<file path="config.mk">
export PLATFORM = sky130hd
export DESIGN_NAME = lpPrinterCtrl
export DESIGN_NICKNAME = d
export VERILOG_FILES = /design/src/verilog/lpPkg.sv /design/src/verilog/lpByteUnpack.sv /design/src/verilog/lpControl.sv /design/src/verilog/lpCounter.sv /design/src/verilog/lpPrinterCtrl.sv
export VERILOG_INCLUDE_DIRS = /design/src /design/src/verilog
export SDC_FILE = /design/constraint.sdc
export NUM_CORES = 1
export LEC_CHECK = 0
export BUFFER_PORTS_ARGS = -buffer_cell sky130_fd_sc_hd__buf_2
export CAP_MARGIN = 10
export CELL_PAD_IN_SITES_DETAIL_PLACEMENT = 0
export CELL_PAD_IN_SITES_GLOBAL_PLACEMENT = 2
export CORE_MARGIN = 2
export CORE_UTILIZATION = 28
export CTS_BUF_LIST = sky130_fd_sc_hd__clkbuf_8
export CTS_CLUSTER_SIZE = 28
export DETAILED_ROUTE_END_ITERATION = 6
export GPL_ROUTABILITY_DRIVEN = 0
export MAX_ROUTING_LAYER = met4
export PLACE_DENSITY = 0.76
export SLEW_MARGIN = 25
export SYNTH_ARGS = -nofsm -noshare
export SYNTH_HDL_FRONTEND = slang
export SYNTH_SLANG_ARGS = --single-unit
</file>
<file path="constraint.sdc">
create_clock -name clk -period 2.67 [get_ports clk]
set_input_delay 0.267 -clock clk [delete_from_list [all_inputs] [get_ports clk]]
set_output_delay 0.267 -clock clk [all_outputs]
set_load 0.005 [all_outputs]
</file>
<file path="src/verilog/lp20_settings.svh">
// Field widths and CSR bit positions for the printer DMA controller
// Word layout follows the 36-bit host with bytes packed in bits 35:4
`ifndef LP20_SETTINGS_SVH
`define LP20_SETTINGS_SVH

//////////////////////////////
// Field widths
//////////////////////////////

// Byte count register width
`define LP_BCTR_WIDTH      12
// Bus word address width
`define LP_ADDR_WIDTH      18
// Memory and host data word
`define LP_WORD_WIDTH      36
// One printer character
`define LP_BYTE_WIDTH      8
// Bytes unpacked from each word
`define LP_BYTES_PER_WORD  4

//////////////////////////////
// CSR bit positions
//////////////////////////////

`define LP_CSR_GO          0
`define LP_CSR_INIT        1
`define LP_CSR_INTENA      2
`define LP_CSR_BUSY        3
`define LP_CSR_DONE        4
`define LP_CSR_ADDRWRAP    5

`endif

</file>
<file path="src/verilog/lpPkg.sv">
// Shared data types for the printer DMA controller
// Widths come from the settings header
`include "lp20_settings.svh"

package lpPkg;

   //////////////////////////////
   // Data types
   //////////////////////////////

   // Byte count value, wraps to zero at the end of a job
   typedef logic [`LP_BCTR_WIDTH-1:0] bctrT;

   // Bus word address
   typedef logic [`LP_ADDR_WIDTH-1:0] addrT;

   // Memory word and host register data
   typedef logic [`LP_WORD_WIDTH-1:0] wordT;

   // One character to the printer
   typedef logic [`LP_BYTE_WIDTH-1:0] byteT;

   // Host register select
   typedef enum logic [1:0] {
      regCsr  = 2'd0,
      regBar  = 2'd1,
      regBctr = 2'd2
   } regSelT;

endpackage

</file>
<file path="src/verilog/lpByteUnpack.sv">
// Holds one fetched word and hands out its bytes, MSB first
// Bytes sit left justified in bits 35:4, bits 3:0 are not printed
// byteValid rises the cycle after wordLoad
`timescale 1ns/1ps
`include "lp20_settings.svh"

module lpByteUnpack (
   input  logic        clk,
   input  logic        rstN,
   input  logic        flush,
   input  logic        wordLoad,
   input  lpPkg::wordT wordData,
   input  logic        byteTake,
   output logic        byteValid,
   output lpPkg::byteT byteData,
   output logic        lastByte
);

   import lpPkg::*;

   localparam int IdxWidth = $clog2(`LP_BYTES_PER_WORD);
   localparam int LastIdx  = `LP_BYTES_PER_WORD - 1;

   // Fetched word, payload only
   wordT                wordReg;
   // Position of the byte on offer
   logic [IdxWidth-1:0] byteIdx;
   // Bytes remain in wordReg
   logic                held;

   //////////////////////////////
   // Word holding register
   //////////////////////////////

   always_ff @(posedge clk)
   begin
      if (wordLoad)
         wordReg <= wordData;
   end

   //////////////////////////////
   // Byte index and valid flag
   //////////////////////////////

   always_ff @(posedge clk)
   begin
      if (!rstN || flush)
      begin
         held    <= 1'b0;
         byteIdx <= '0;
      end
      else if (wordLoad)
      begin
         // New word starts at its most significant byte
         held    <= 1'b1;
         byteIdx <= '0;
      end
      else if (byteTake && held)
      begin
         // Last byte taken empties the holder
         if (byteIdx == IdxWidth'(LastIdx))
            held <= 1'b0;
         else
            byteIdx <= byteIdx + 1'b1;
      end
   end

   //////////////////////////////
   // Byte select
   //////////////////////////////

   // Index 0 is bits 35:28, index 3 is bits 11:4
   assign byteData  = wordReg[`LP_WORD_WIDTH-1 - byteIdx*`LP_BYTE_WIDTH -: `LP_BYTE_WIDTH];
   assign byteValid = held;
   // Fourth byte of the word on offer
   assign lastByte  = held && (byteIdx == IdxWidth'(LastIdx));

endmodule

</file>
<file path="src/verilog/lpControl.sv">
// Register decode, CSR and fetch/print sequencer
// BAR and BCTR writes are dropped while a job runs
// An init write aborts any job and clears all status
`timescale 1ns/1ps
`include "lp20_settings.svh"

module lpControl (
   input  logic          clk,
   input  logic          rstN,
   input  lpPkg::regSelT regSel,
   input  logic          regWrite,
   input  logic          regRead,
   input  lpPkg::wordT   regWdata,
   output lpPkg::wordT   regRdata,
   input  lpPkg::addrT   barCount,
   input  lpPkg::bctrT   bctrCount,
   input  logic          barWrap,
   input  logic          bctrWrap,
   output logic          lpInit,
   output logic          barLoad,
   output logic          bctrLoad,
   output logic          barInc,
   output logic          bctrInc,
   output logic          dmaReq,
   input  logic          dmaAck,
   output logic          wordLoad,
   output logic          byteTake,
   output logic          flush,
   input  logic          byteValid,
   input  logic          lastByte,
   input  logic          printReady,
   output logic          printStrobe,
   output logic          intr
);

   import lpPkg::*;

   // Sequencer states
   typedef enum logic [1:0] {stIdle, stFetch, stPrint} stateT;

   stateT state;
   logic  intEnable;
   logic  done;
   logic  addrWrap;
   logic  busy;
   logic  csrWrite;
   logic  goStart;
   logic  jobEnd;
   wordT  readMux;

   //////////////////////////////
   // Register write decode
   //////////////////////////////

   assign csrWrite = regWrite && (regSel == regCsr);
   // Init wins over every other CSR field
   assign lpInit   = csrWrite && regWdata[`LP_CSR_INIT];
   assign busy     = (state != stIdle);
   // Go is honoured only from idle
   assign goStart  = csrWrite && !regWdata[`LP_CSR_INIT] && regWdata[`LP_CSR_GO] && !busy;
   assign barLoad  = regWrite && (regSel == regBar) && !busy;
   assign bctrLoad = regWrite && (regSel == regBctr) && !busy;

   //////////////////////////////
   // DMA and printer strobes
   //////////////////////////////

   // Request held for the whole fetch state
   assign dmaReq      = (state == stFetch);
   assign wordLoad    = dmaReq && dmaAck;
   // One bus address step per fetched word
   assign barInc      = wordLoad;
   // Back pressure holds the byte while printReady is low
   assign printStrobe = (state == stPrint) && byteValid && printReady;
   assign byteTake    = printStrobe;
   assign bctrInc     = printStrobe;
   // Count wrap on the strobed byte ends the job
   assign jobEnd      = printStrobe && bctrWrap;
   // Drop any leftover bytes of a partial last word
   assign flush       = lpInit || jobEnd;
   assign intr        = done && intEnable;

   //////////////////////////////
   // Sequencer
   //////////////////////////////

   always_ff @(posedge clk)
   begin
      if (!rstN || lpInit)
         state <= stIdle;
      else
      begin
         case (state)
            stIdle:
               if (goStart)
                  state <= stFetch;
            stFetch:
               if (dmaAck)
                  state <= stPrint;
            stPrint:
               if (jobEnd)
                  state <= stIdle;
               else if (printStrobe && lastByte)
                  state <= stFetch;   // word used up, fetch next
            default:
               state <= stIdle;
         endcase
      end
   end

   //////////////////////////////
   // Status bits
   //////////////////////////////

   always_ff @(posedge clk)
   begin
      if (!rstN || lpInit)
      begin
         intEnable <= 1'b0;
         done      <= 1'b0;
         addrWrap  <= 1'b0;
      end
      else
      begin
         // Any CSR write updates the enable
         if (csrWrite)
            intEnable <= regWdata[`LP_CSR_INTENA];
         // New job clears the previous result
         if (goStart)
         begin
            done     <= 1'b0;
            addrWrap <= 1'b0;
         end
         if (jobEnd)
            done <= 1'b1;
         if (barWrap)
            addrWrap <= 1'b1;
      end
   end

   //////////////////////////////
   // Read data
   //////////////////////////////

   always_comb
   begin
      readMux = '0;
      case (regSel)
         regCsr:
         begin
            // Go and init always read back as zero
            readMux[`LP_CSR_INTENA]   = intEnable;
            readMux[`LP_CSR_BUSY]     = busy;
            readMux[`LP_CSR_DONE]     = done;
            readMux[`LP_CSR_ADDRWRAP] = addrWrap;
         end
         regBar:
            readMux = wordT'(barCount);
         regBctr:
            readMux = wordT'(bctrCount);
         default:
            readMux = '0;
      endcase
   end

   // Captured on the read strobe and held until the next one
   always_ff @(posedge clk)
   begin
      if (!rstN)
         regRdata <= '0;
      else if (regRead)
         regRdata <= readMux;
   end

endmodule

</file>
<file path="src/verilog/lpCounter.sv">
// Loadable up counter with a wrap pulse
// countT must be a packed vector type
// Priority is clear, then load, then increment
`timescale 1ns/1ps

module lpCounter #(
   parameter type countT = logic [7:0]
) (
   input  logic  clk,
   input  logic  rstN,
   input  logic  clear,
   input  logic  load,
   input  countT loadValue,
   input  logic  inc,
   output countT count,
   output logic  wrap
);

   //////////////////////////////
   // Count register
   //////////////////////////////

   always_ff @(posedge clk)
   begin
      // Reset and controller init both zero the count
      if (!rstN || clear)
         count <= '0;
      else if (load)
         count <= loadValue;
      else if (inc)
         count <= count + 1'b1;
   end

   //////////////////////////////
   // Wrap detect
   //////////////////////////////

   // Increment from all ones
   // Same cycle as the increment, not registered
   assign wrap = inc && (count == '1);

endmodule

</file>
<file path="src/verilog/lpPrinterCtrl.sv">
// Printer DMA controller top level
// Memory port answers dmaReq with a one cycle dmaAck
// Printer takes a byte on each printStrobe
`timescale 1ns/1ps
`include "lp20_settings.svh"

module lpPrinterCtrl (
   input  logic          clk,
   input  logic          rstN,
   input  lpPkg::regSelT regSel,
   input  logic          regWrite,
   input  logic          regRead,
   input  lpPkg::wordT   regWdata,
   output lpPkg::wordT   regRdata,
   output logic          dmaReq,
   output lpPkg::addrT   dmaAddr,
   input  logic          dmaAck,
   input  lpPkg::wordT   dmaData,
   input  logic          printReady,
   output logic          printStrobe,
   output lpPkg::byteT   printData,
   output logic          intr
);

   import lpPkg::*;

   // Counter controls
   logic lpInit;
   logic barLoad;
   logic bctrLoad;
   logic barInc;
   logic bctrInc;
   logic barWrap;
   logic bctrWrap;
   bctrT bctrCount;

   // Unpacker handshake
   logic wordLoad;
   logic byteTake;
   logic flush;
   logic byteValid;
   logic lastByte;

   //////////////////////////////
   // Controller
   //////////////////////////////

   lpControl control (
      .clk(clk), .rstN(rstN),
      .regSel(regSel), .regWrite(regWrite), .regRead(regRead),
      .regWdata(regWdata), .regRdata(regRdata),
      .barCount(dmaAddr), .bctrCount(bctrCount),
      .barWrap(barWrap), .bctrWrap(bctrWrap),
      .lpInit(lpInit), .barLoad(barLoad), .bctrLoad(bctrLoad),
      .barInc(barInc), .bctrInc(bctrInc),
      .dmaReq(dmaReq), .dmaAck(dmaAck),
      .wordLoad(wordLoad), .byteTake(byteTake), .flush(flush),
      .byteValid(byteValid), .lastByte(lastByte),
      .printReady(printReady), .printStrobe(printStrobe),
      .intr(intr)
   );

   //////////////////////////////
   // Byte count and bus address
   //////////////////////////////

   lpCounter #(.countT(bctrT)) byteCount (
      .clk(clk), .rstN(rstN), .clear(lpInit),
      .load(bctrLoad), .loadValue(regWdata[`LP_BCTR_WIDTH-1:0]),
      .inc(bctrInc), .count(bctrCount), .wrap(bctrWrap)
   );

   // Its count drives the memory address directly
   lpCounter #(.countT(addrT)) busAddr (
      .clk(clk), .rstN(rstN), .clear(lpInit),
      .load(barLoad), .loadValue(regWdata[`LP_ADDR_WIDTH-1:0]),
      .inc(barInc), .count(dmaAddr), .wrap(barWrap)
   );

   //////////////////////////////
   // Word to byte unpacker
   //////////////////////////////

   lpByteUnpack unpack (
      .clk(clk), .rstN(rstN), .flush(flush),
      .wordLoad(wordLoad), .wordData(dmaData),
      .byteTake(byteTake), .byteValid(byteValid),
      .byteData(printData), .lastByte(lastByte)
   );

endmodule

</file>
# == After elaboration in Yosys (flattened, before gate mapping) ==
# Index checks and enable logic that the tools add are counted.
# Widths: inputs -> output; s select.
# totals
ff_bits,110
input_bits,80
output_inout_bits,65
wordCells,82
# op_classes
addsub,4
n_eq_ne,10
shift,1
muxes,18
bitwise,1
reduce_logical,38
# ops
op,n
$shiftx 43x33->8,1
$mux 18,2
$mux 12,2
$pmux 12 s2,1
$logic_and 1x1->1,19
$add 18x1->18 const B,1
$eq 18x18->1 const B,1
$reduce_bool 2->1,7
$add 12x1->12 const B,1
$eq 12x12->1 const B,1
$pmux 4 s3,1
$mux 2,4
$sub 6x5->7 const A,1
$eq 2x2->1 const B,3
$mux 1,6
$pmux 2 s3,1
$eq 2x1->1 const B,2
$logic_not 2->1,2
$pmux 2 s2,1
$reduce_and 2->1,2
$logic_not 1->1,3
$logic_or 1x1->1,3
$ne 3x2->1 const B,1
$reduce_and 3->1,1
5 further kinds,5

# == Logic depth before layout (Yosys ltp) ==
# Gate-level depths: netlist of run 1.
# depth
word_depth,8
ltp_mapped,9

# == Cells and area by module ==
# A second synthesis of run 1 with hierarchy kept.
# unflattened
hier_cells,468
hier_area_um2,4571.9
# modules_own_cells
module,instances,cells_per_inst,area_per_inst_um2,seq_area_each_um2
lpByteUnpack,1,104,1585.3,1141.1
lpControl,1,158,1312.5,460.4
lpCounter (busAddr),1,124,1003.5,360.3
lpCounter (byteCount),1,82,670.6,240.2

# == Least setup slack after synthesis of run 1 ==
# No wires, ideal clock.
# synth_timing
path_type,register -> register
start,reg control.state[0]
end,reg busAddr.count[16] (netlist bit)
setup_time_ns,0.074
arrival_time_ns,2.474
required_ns,2.596
setup_slack_ns,0.122
path_stages_with_launch,10
path_buffers,2
synth_period_minus_slack_ns,2.548
cell_sequence,dfxtp_1 buf_4 nor2b_4 nand2_2 inv_2 clkbuf_1 nand2_1 nor3_1 a31oi_1 a31oi_1
# synth_lines
element,line_no,rtl
"start, declared",lpControl.sv:41,stateT state;
"start signal, assigned",lpControl.sv:90,state <= stIdle;
"start signal, assigned",lpControl.sv:96,state <= stFetch;
"start signal, assigned",lpControl.sv:99,state <= stPrint;
$eq 2x1->1,lpControl.sv:69,assign dmaReq = (state == stFetch);
named net dmaReq,lpPrinterCtrl.sv:15,"output logic dmaReq,"
$logic_and 1x1->1,lpControl.sv:70,assign wordLoad = dmaReq && dmaAck;
named net barInc,lpPrinterCtrl.sv:31,logic barInc;
$reduce_bool 2->1 (no source line),-,
"end signal, assigned",lpCounter.sv:29,count <= loadValue;
"end signal, assigned",lpCounter.sv:31,count <= count + 1'b1;
"end, declared",lpCounter.sv:15,"output countT count,"
# The timed path passes the listed nets, and every way through them passes these cells.
# A chain may end at the register's enable or synchronous reset.

# == Worst setup path in the final report of run 1 ==
# layout_timing
start,reg unpack.byteIdx[0]
end,out printData[1]
# layout_between
elab_chain_len,2
# layout_rtl
element,line_no,rtl
"start, declared",lpByteUnpack.sv:27,logic [IdxWidth-1:0] byteIdx;
"start signal, assigned",lpByteUnpack.sv:64,byteIdx <= byteIdx + 1'b1;
$sub 6x5->7 (no source line),-,
$shiftx 43x33->8,lpByteUnpack.sv:73,assign byteData = wordReg[`LP_WORD_WIDTH-1 - byteIdx*`LP_BYTE_WIDTH -: `LP_BYTE_WIDTH];
"end, declared",lpPrinterCtrl.sv:21,"output lpPkg::byteT printData,"
# Every way passes these cells.

==> summary.txt, run 1 <==
total CTS buffers - 9
# fillers - 1581
Pleak - 2.072 nW
number of I/O port buffers - 108
first-pass GRT wire length - 19.04 mm
Yosys cell types - 57
Die X - 129.0 um
ys async rst share - 0%
max frequency - 427.5 MHz
Post-Place Cells - 733
Residual DRC - 0
final WL - 12.30 mm
worst hold path startpoint - dmaData[28]
vias in the first global route - 3535
Min-Delay Endpoint - unpack.wordReg[28]
Final nets - 621
max-cap violations - 0
sequential area share after synthesis - 50.31%
Pre-antenna DRT Iters - 5
Max-Slew Margin vs Limit - 54.77%
Post-Synthesis Cell Area - 4377 um^2
CP startpoint kind - flop
hold buffer count at CTS - 0
WL/cell - 16.42 um
R2R setup slack - 0.61 ns
CORE AREA - 15260 um^2
Hold Crit Class - in -> reg
DP Area - 5046 um^2
clock root buffer - clkbuf_8
clock tree buffer depth - 2
Req. time, crit path - 2.40 ns
H-tree Lvls - 3
Antenna Nets Post-Route - 0
PostCTS Resize Cnt - 0
postcts setup bufs - 0
Min Hold Slack - 0.06976 ns
Final Max Slew Viols - 0
IO Pins - 145
reg2reg end - control.state[1]
commonest cells after routing, fill and taps aside - 108 x buf_2, 56 x dfxtp_1, 40 x nor2_1
Setup TNS Final - 0 ns
worst clock skew - 0.006977 ns
period utilisation layout - 87.62%
hold depth - 1
CTS tree - built
synthesized flop and latch total - 92
RSZ-0062 raised after global routing - no
GRT Total Usage - 15.34%
FF-to-FF path depth - 6
cell area after layout - 5263 um^2
PD cells - 522.2 nW/um^2
proportion of layout cells with a drive suffix above 1 - 25.46%
Vias - 3667
Syn Inst Count - 435
CP max FO - 14
Critical Path AT - 2.07 ns
vias per inst - 4.896
Ys Warns - 0
area of the multi-input gates - 1947 um^2
grt ovf - 0
Post-synth EDFFs - 36
outcome - finished, final reports clean
most common cell after layout, fill and taps aside - buf_2
clock latency on the worst-skew pair - 0.37 ns
Main synth FF type - dfxtp_1
TritonCTS sink count - 92
Critical Setup Path Class - reg -> out
Hold Fails Final Rpt - 0
largest net degree at the start of global routing - 41
initial antenna violation count - 0
peak supply drop - 0.2074 mV
clock slew seen by the registers of the worst setup and hold paths - 0.09 ns
Rows - 45
Area growth syn-to-layout - 20.24%
flip-flop and latch area - 2202 um^2
worst r2r src - control.state[1]
worst-margin pin slew - 0.6784 ns
DR iter-0 viols - 229
Inserted Diodes - 0
crit end category - output pin
syn_area_per_cell - 10.06 um^2
post-DP HPWL - 8.915 mm
die area - 16650 um^2
Die Height - 129.0 um
Initial Utilization - 28.68%
Final Core Density - 34.49%
Tmin final - 2.339 ns
Post-Layout Cell Count - 749
Setup violations, final - 0
==> where the power goes <==
| group | switching [mW] | total [mW] | internal [mW] |
|---|---|---|---|
| clock | 0.499 | 1.04 | 0.546 |
| combinational | 0.106 | 0.188 | 0.0817 |
| sequential | 0.0331 | 1.52 | 1.48 |
==> synth_stat cells (all sizes together) (8+ instances only) <==
master | count | area share [%]
edfxtp | 36 | 25
ha | 8 | 2.3
o21ai | 8 | 0.91
inv | 11 | 1.0
a222oi | 14 | 3.2
a211oi | 13 | 2.3
dfxtp | 56 | 26
nor2b | 16 | 2.5
xor2 | 9 | 1.8
nand2 | 33 | 2.9
nor3 | 8 | 0.91
mux2i | 8 | 1.8
buf | 26 | 4.0
a22oi | 13 | 2.2
nand3 | 17 | 1.9
nor2 | 40 | 3.4
and2 | 10 | 1.4
a21oi | 19 | 2.2
clkbuf | 18 | 1.5
==> worst max-delay path, stage by stage, from the launching register on <==
cell	delay, ns
dfxtp_1	0.32
inv_1	0.14
ha_1	0.48
nor2b_1	0.34
a22oi_1	0.15
o22ai_1	0.14
buf_2	0.14
==> kinds of logic after synthesis <==
kind of cell               Yosys count  share of synthesized area, %
AOI/OAI and AO/OA                   97                         16.41
xor gates and xnor gates            14                         2.802
adders and majority gates            8                         2.287
buffers and inverters               56                         6.661
DFF                                 92                         50.31
muxes                               10                         2.602
other                                1                       0.08568
and+or+nand+nor                    157                         18.84
==> through the flow <==
stage | total power, mW | setup WS, ns
2_1_floorplan | 1.649 | 0.1218
5_1_grt | 2.860 | 0.08427
6_report | 2.748 | 0.3306
3_5_place_dp | 1.736 | 0.5918
4_1_cts | 2.794 | 0.2751
3_3_place_gp | 1.732 | 0.6055
==> worst max-delay path by stage <==
stage,endpoint,from,cells after the start
CTS,printData[1],unpack.byteIdx[0],6
detailed placement,control.state[1],control.state[1],6
floorplan,busAddr.count[16],control.state[0],9
global placement,control.state[1],control.state[1],6
global route,printData[1],unpack.byteIdx[0],6
finish,printData[1],unpack.byteIdx[0],6
==> final cells by class <==
class                           instances  area share, %
Inverter                               12         0.9035
Tap cell                              211          5.017
Multi-Input combinational cell        304          36.99
Clock buffer                           10          2.615
Clock inverter                          6          1.498
Sequential cell                        92          41.84
Timing Repair Buffer                  114          11.13
==> layer usage <==
metal / track usage [%] / vias to the layer above / share of wire [%]
li1: - / 1774 / -
met1: 19.18 / 1743 / 46
met2: 24.40 / 134 / 45
met3: 3.922 / 16 / 6.8
met4: 4.859 / 0 / 1.7
met5: - / - / 0
==> flip-flops by register name, summed over array words and instances, names as in the netlist <==
signal / cells
control.addrWrap: 1
control.intEnable: 1
unpack.byteValid: 1
unpack.byteIdx: 2
unpack.wordReg: 36
control.state: 2
control.done: 1
byteCount.count: 12
busAddr.count: 18
control.regRdata: 18
No activity file was read; power rests on OpenSTA's default activity.
==> inputs of run 2 (changes only) <==
--- a/config.mk
+++ b/config.mk
@@ -11,13 +11,13 @@
 export CELL_PAD_IN_SITES_DETAIL_PLACEMENT = 0
 export CELL_PAD_IN_SITES_GLOBAL_PLACEMENT = 2
 export CORE_MARGIN = 2
-export CORE_UTILIZATION = 28
+export CORE_UTILIZATION = 30
 export CTS_BUF_LIST = sky130_fd_sc_hd__clkbuf_8
 export CTS_CLUSTER_SIZE = 28
 export DETAILED_ROUTE_END_ITERATION = 6
 export GPL_ROUTABILITY_DRIVEN = 0
 export MAX_ROUTING_LAYER = met4
-export PLACE_DENSITY = 0.76
+export PLACE_DENSITY = 0.78
 export SLEW_MARGIN = 25
 export SYNTH_ARGS = -nofsm -noshare
 export SYNTH_HDL_FRONTEND = slang
==> constraint.sdc (replaced) <==
create_clock -name clk -period 2.3 [get_ports clk]
set_input_delay 0.23 -clock clk [delete_from_list [all_inputs] [get_ports clk]]
set_output_delay 0.23 -clock clk [all_outputs]
set_load 0.005 [all_outputs]
==> run 2 against run 1 <==
Final cell count decreased by 0.93%; wire length increased by 0.95%; utilization up 3.2 points; register-to-register slack worse by 0.34 ns; worst hold slack worse by 0.039 ns; clock power rose by 5%; via count grew 1.5%; count of clock-buffer cells in the layout down 1; first-iteration DRC count rose by 36%; clock skew decreased by 0.0012 ns; die area decreased by 6.5%; design area rose by 2.8%; largest power group unchanged; highest routed layer unchanged.
==> summary.txt, run 2 (same netlist as run 1, synthesis figures left out) <==
outcome - finished, final reports clean
period utilisation layout - 88.71%
Pre-antenna DRT Iters - 5
Residual DRC - 0
Min-Delay Endpoint - unpack.wordReg[28]
cell area after layout - 5411 um^2
clock root buffer - clkbuf_8
Area growth syn-to-layout - 23.64%
worst setup slack after layout - 0.2596 ns
WP buf/inv - 3
Setup TNS Final - 0 ns
largest net degree at the start of global routing - 27
max-cap violations - 0
CP startpoint kind - flop
commonest cells after routing, fill and taps aside - 108 x buf_2, 56 x dfxtp_1, 40 x nor2_1
TritonCTS sink count - 92
reg2reg end - control.state[0]
initial antenna violation count - 0
max frequency - 490.1 MHz
# fillers - 1487
grt ovf - 0
die area - 15570 um^2
Final Max Slew Viols - 0
Post-Place Cells - 712
overall power - 3.097 mW
Critical Setup Path Class - reg -> out
DP Area - 5057 um^2
worst r2r src - byteCount.count[0]
PD cells - 572.2 nW/um^2
vias per inst - 5.016
worst clock skew - 0.005803 ns
Pleak - 2.138 nW
Die Height - 124.8 um
Req. time, crit path - 2.07 ns
RSZ-0062 raised after global routing - no
Initial Utilization - 30.46%
postcts setup bufs - 0
vias in the first global route - 3666
first-pass GRT wire length - 19.68 mm
clock latency on the worst-skew pair - 0.37 ns
Critical-path top delay cell - mux4_2
Regs by FF count - unpack.wordReg (36), busAddr.count (18), control.regRdata (18)
CTS tree - built
IO Pins - 145
Vias - 3722
CORE AREA - 14370 um^2
Tmin final - 2.040 ns
Die X - 124.8 um
number of flip-flops in the largest register - 36
Biggest register - unpack.wordReg
most common cell after layout, fill and taps aside - buf_2
cells along the critical path - buf_4, mux4_2, inv_1, o32ai_1, buf_2
final WL - 12.42 mm
H-tree Lvls - 3
WL/cell - 16.73 um
Rows - 44
number of I/O port buffers - 108
GRT Total Usage - 16.41%
DR iter-0 viols - 311
crit path launch - unpack.byteIdx[0]
crit end category - output pin
Top Family by Delay on Critical Path - multiplexers
Hold Crit Class - in -> reg
post-DP HPWL - 8.880 mm
Antenna Nets Post-Route - 0
Inserted Diodes - 0
clock slew seen by the registers of the worst setup and hold paths - 0.09 ns
Post-Layout Cell Count - 742
hold depth - 1
CP max FO - 18
Critical Path AT - 1.81 ns
Hold Fails Final Rpt - 0
Setup violations, final - 0
proportion of layout cells with a drive suffix above 1 - 26.16%
Final nets - 642
worst hold path startpoint - dmaData[28]
post-place setup slack - 0.2907 ns
Worst path max stage delay - 0.54 ns
peak supply drop - 0.2974 mV
FF-to-FF path depth - 6
total CTS buffers - 9
R2R setup slack - 0.27 ns
clock tree buffer depth - 2
## run 2: worst max-delay path by stage
stage | end | slack (ns) | depth (start not counted)
2_1_floorplan | printData[6] | 0.39 | 7
3_3_place_gp | control.state[1] | 0.35 | 6
3_5_place_dp | control.state[0] | 0.29 | 6
4_1_cts | printData[0] | 0.11 | 6
5_1_grt | control.state[0] | 0.10 | 6
6_report | printData[7] | 0.26 | 5
## run 2: where the power goes
part / total [mW] / internal, mW / switching (mW)
logic: 0.243 / 0.115 / 0.128
registers: 1.76 / 1.72 / 0.0389
clock network: 1.09 / 0.496 / 0.598
## run 2: area by class of cell
cell class                      count  area, um^2  area share (%)
Clock buffer                        9       123.9           2.289
Clock inverter                      6       65.06           1.202
Inverter                           12       47.55          0.8786
Multi-Input combinational cell    304        1962           36.25
Sequential cell                    92        2202           40.69
Tap cell                          184       230.2           4.254
Timing Repair Buffer              135       780.7           14.43
## run 2: per-layer routing
metal | vias to the layer above | wire [um] | track usage, %
met5 | - | 0 | -
met4 | 0 | 79 | 4.693
met3 | 7 | 828 | 3.866
met2 | 132 | 5982 | 26.00
met1 | 1771 | 5523 | 21.03
li1 | 1812 | - | -
## run 2: stage by stage
stage	hold slack (ns)	utilization [%]
5_1_grt	0.0003372	37.66
6_report	0.03078	37.66
3_5_place_dp	0.4084	35.20
2_1_floorplan	0.3289	-
4_1_cts	0.0004342	37.50
3_3_place_gp	0.4078	35.20
## run 2: timing repair
item	4_1_cts	5_1_grt
setup endpoints to repair	3	4
hold buffers	14	1
gates resized for setup	1	2
hold endpoints to repair	14	1
cloned	0	0
==> inputs of run 3 (changes only) <==
--- a/config.mk
+++ b/config.mk
@@ -12,7 +12,7 @@
 export CELL_PAD_IN_SITES_GLOBAL_PLACEMENT = 2
 export CORE_MARGIN = 2
 export CORE_UTILIZATION = 30
-export CTS_BUF_LIST = sky130_fd_sc_hd__clkbuf_8
+export CTS_BUF_LIST = sky130_fd_sc_hd__clkbuf_4
 export CTS_CLUSTER_SIZE = 28
 export DETAILED_ROUTE_END_ITERATION = 6
 export GPL_ROUTABILITY_DRIVEN = 0
==> run 3 against run 2 <==
Utilization increased by 1.7 points; critical path depth unchanged; register-to-register slack about the same; final cell count increased by 3.9%; sequential share of layout area decreased by 1.8 points; die area unchanged; count of clock-buffer cells in the layout unchanged; total power decreased by 4.8%; setup slack got worse by 0.13 ns; largest power group unchanged; highest routed layer unchanged.
==> summary.txt, run 3 (same netlist as run 1, synthesis figures left out) <==
Rows - 44
Vias - 3836
H-tree Lvls - 3
flip-flop and latch area - 2203 um^2
DR iter-0 viols - 314
CORE AREA - 14370 um^2
postcts setup bufs - 0
vias in the first global route - 3767
Hold Crit Class - in -> reg
RSZ-0062 raised after global routing - yes
hold depth - 3
outcome - finished, final reports clean
number of flip-flops in the largest register - 36
Critical Setup Path Class - reg -> out
worst hold path startpoint - regWdata[10]
GRT Total Usage - 16.74%
Critical Path AT - 1.94 ns
Inserted Diodes - 0
crit end category - output pin
grt ovf - 0
max frequency - 460.9 MHz
first-pass GRT wire length - 20.18 mm
Min-Delay Endpoint - byteCount.count[10]
TritonCTS sink count - 92
die area - 15570 um^2
PD cells - 521.3 nW/um^2
final WL - 12.56 mm
Tmin final - 2.169 ns
commonest cells after routing, fill and taps aside - 108 x buf_2, 55 x dfxtp_1, 44 x dlygate4sd3_1
vias per inst - 4.975
Post-Place Cells - 712
Hold Fails Final Rpt - 0
initial antenna violation count - 0
R2R setup slack - 0.28 ns
Initial Utilization - 30.46%
Biggest register - unpack.wordReg
post-place setup slack - 0.2907 ns
Residual DRC - 0
cell area after layout - 5658 um^2
Final nets - 671
# fillers - 1461
Pleak - 2.247 nW
period utilisation layout - 94.32%
total CTS buffers - 9
Die X - 124.8 um
max-cap violations - 0
clock tree buffer depth - 2
DP Area - 5057 um^2
reg2reg end - control.state[0]
Pre-antenna DRT Iters - 5
Min Hold Slack - 0.04444 ns
proportion of layout cells with a drive suffix above 1 - 25.21%
post-DP HPWL - 8.880 mm
worst clock skew - 0.01175 ns
Post-Layout Cell Count - 771
largest net degree at the start of global routing - 27
CP startpoint kind - flop
clock root buffer - clkbuf_4
Final Max Slew Viols - 0
Die Height - 124.8 um
FF-to-FF path depth - 6
most common cell after layout, fill and taps aside - buf_2
Req. time, crit path - 2.07 ns
clock latency on the worst-skew pair - 0.47 ns
CP max FO - 18
worst setup slack after layout - 0.1305 ns
peak supply drop - 0.2917 mV
Regs by FF count - unpack.wordReg (36), busAddr.count (18), control.regRdata (18)
clock slew seen by the registers of the worst setup and hold paths - 0.15 ns
WL/cell - 16.29 um
Setup violations, final - 0
Setup TNS Final - 0 ns
area of the multi-input gates - 1973 um^2
Area growth syn-to-layout - 29.27%
CTS tree - built
Antenna Nets Post-Route - 0
IO Pins - 145
number of I/O port buffers - 108
worst r2r src - byteCount.count[0]
==> run 3: critical path: stages (launching register included) <==
cell	delay [ns]
dfxtp_1	0.35
buf_4	0.30
mux4_2	0.55
inv_1	0.06
o32ai_1	0.07
buf_2	0.14
==> run 3: worst max-delay path by stage <==
stage,endpoint,cells past startpoint,from
finish,printData[7],5,unpack.byteIdx[0]
detailed placement,control.state[0],6,byteCount.count[0]
CTS,printData[0],6,unpack.byteIdx[0]
global route,printData[7],5,unpack.byteIdx[0]
floorplan,printData[6],7,unpack.byteIdx[0]
global placement,control.state[1],6,byteCount.count[0]
==> run 3: cell type report <==
class / count / area share (%)
sequential: 92 / 38.94
timing repair buffer: 164 / 18.93
tap: 184 / 4.069
inverter: 12 / 0.8403
clock inverter: 6 / 1.150
clock buffer: 9 / 1.194
multi-input combinational: 304 / 34.87
==> run 3: per-stage QoR <==
step                util [%]  power (mW)
floorplan                  -       1.914
global placement       35.20       2.015
detailed placement     35.20       2.019
CTS                    39.13       2.990
global route           39.38       3.096
finish                 39.38       2.949
==> run 3: what timing repair did <==
item,in CTS,in global routing
resized for setup,2,4
endpoints found under the hold margin,42,2
endpoints found under the setup margin,5,4
hold buffers,42,2
pin swaps,0,1
==> run 3: where the power goes <==
| part | switching (mW) | internal, mW | leakage (nW) |
|---|---|---|---|
| Combinational | 0.134 | 0.147 | 1.40 |
| Sequential | 0.0390 | 1.72 | 0.778 |
| Clock | 0.582 | 0.325 | 0.0645 |
==> run 3: per-layer routing <==
layer / up-vias / share of wire (%) / track usage (%) / wire length (um)
li1: 1874 / - / - / -
met1: 1819 / 44 / 21.22 / 5558
met2: 133 / 48 / 26.87 / 5984
met3: 10 / 7.4 / 4.725 / 933
met4: 0 / 0.67 / 3.437 / 84
met5: - / 0 / - / 0
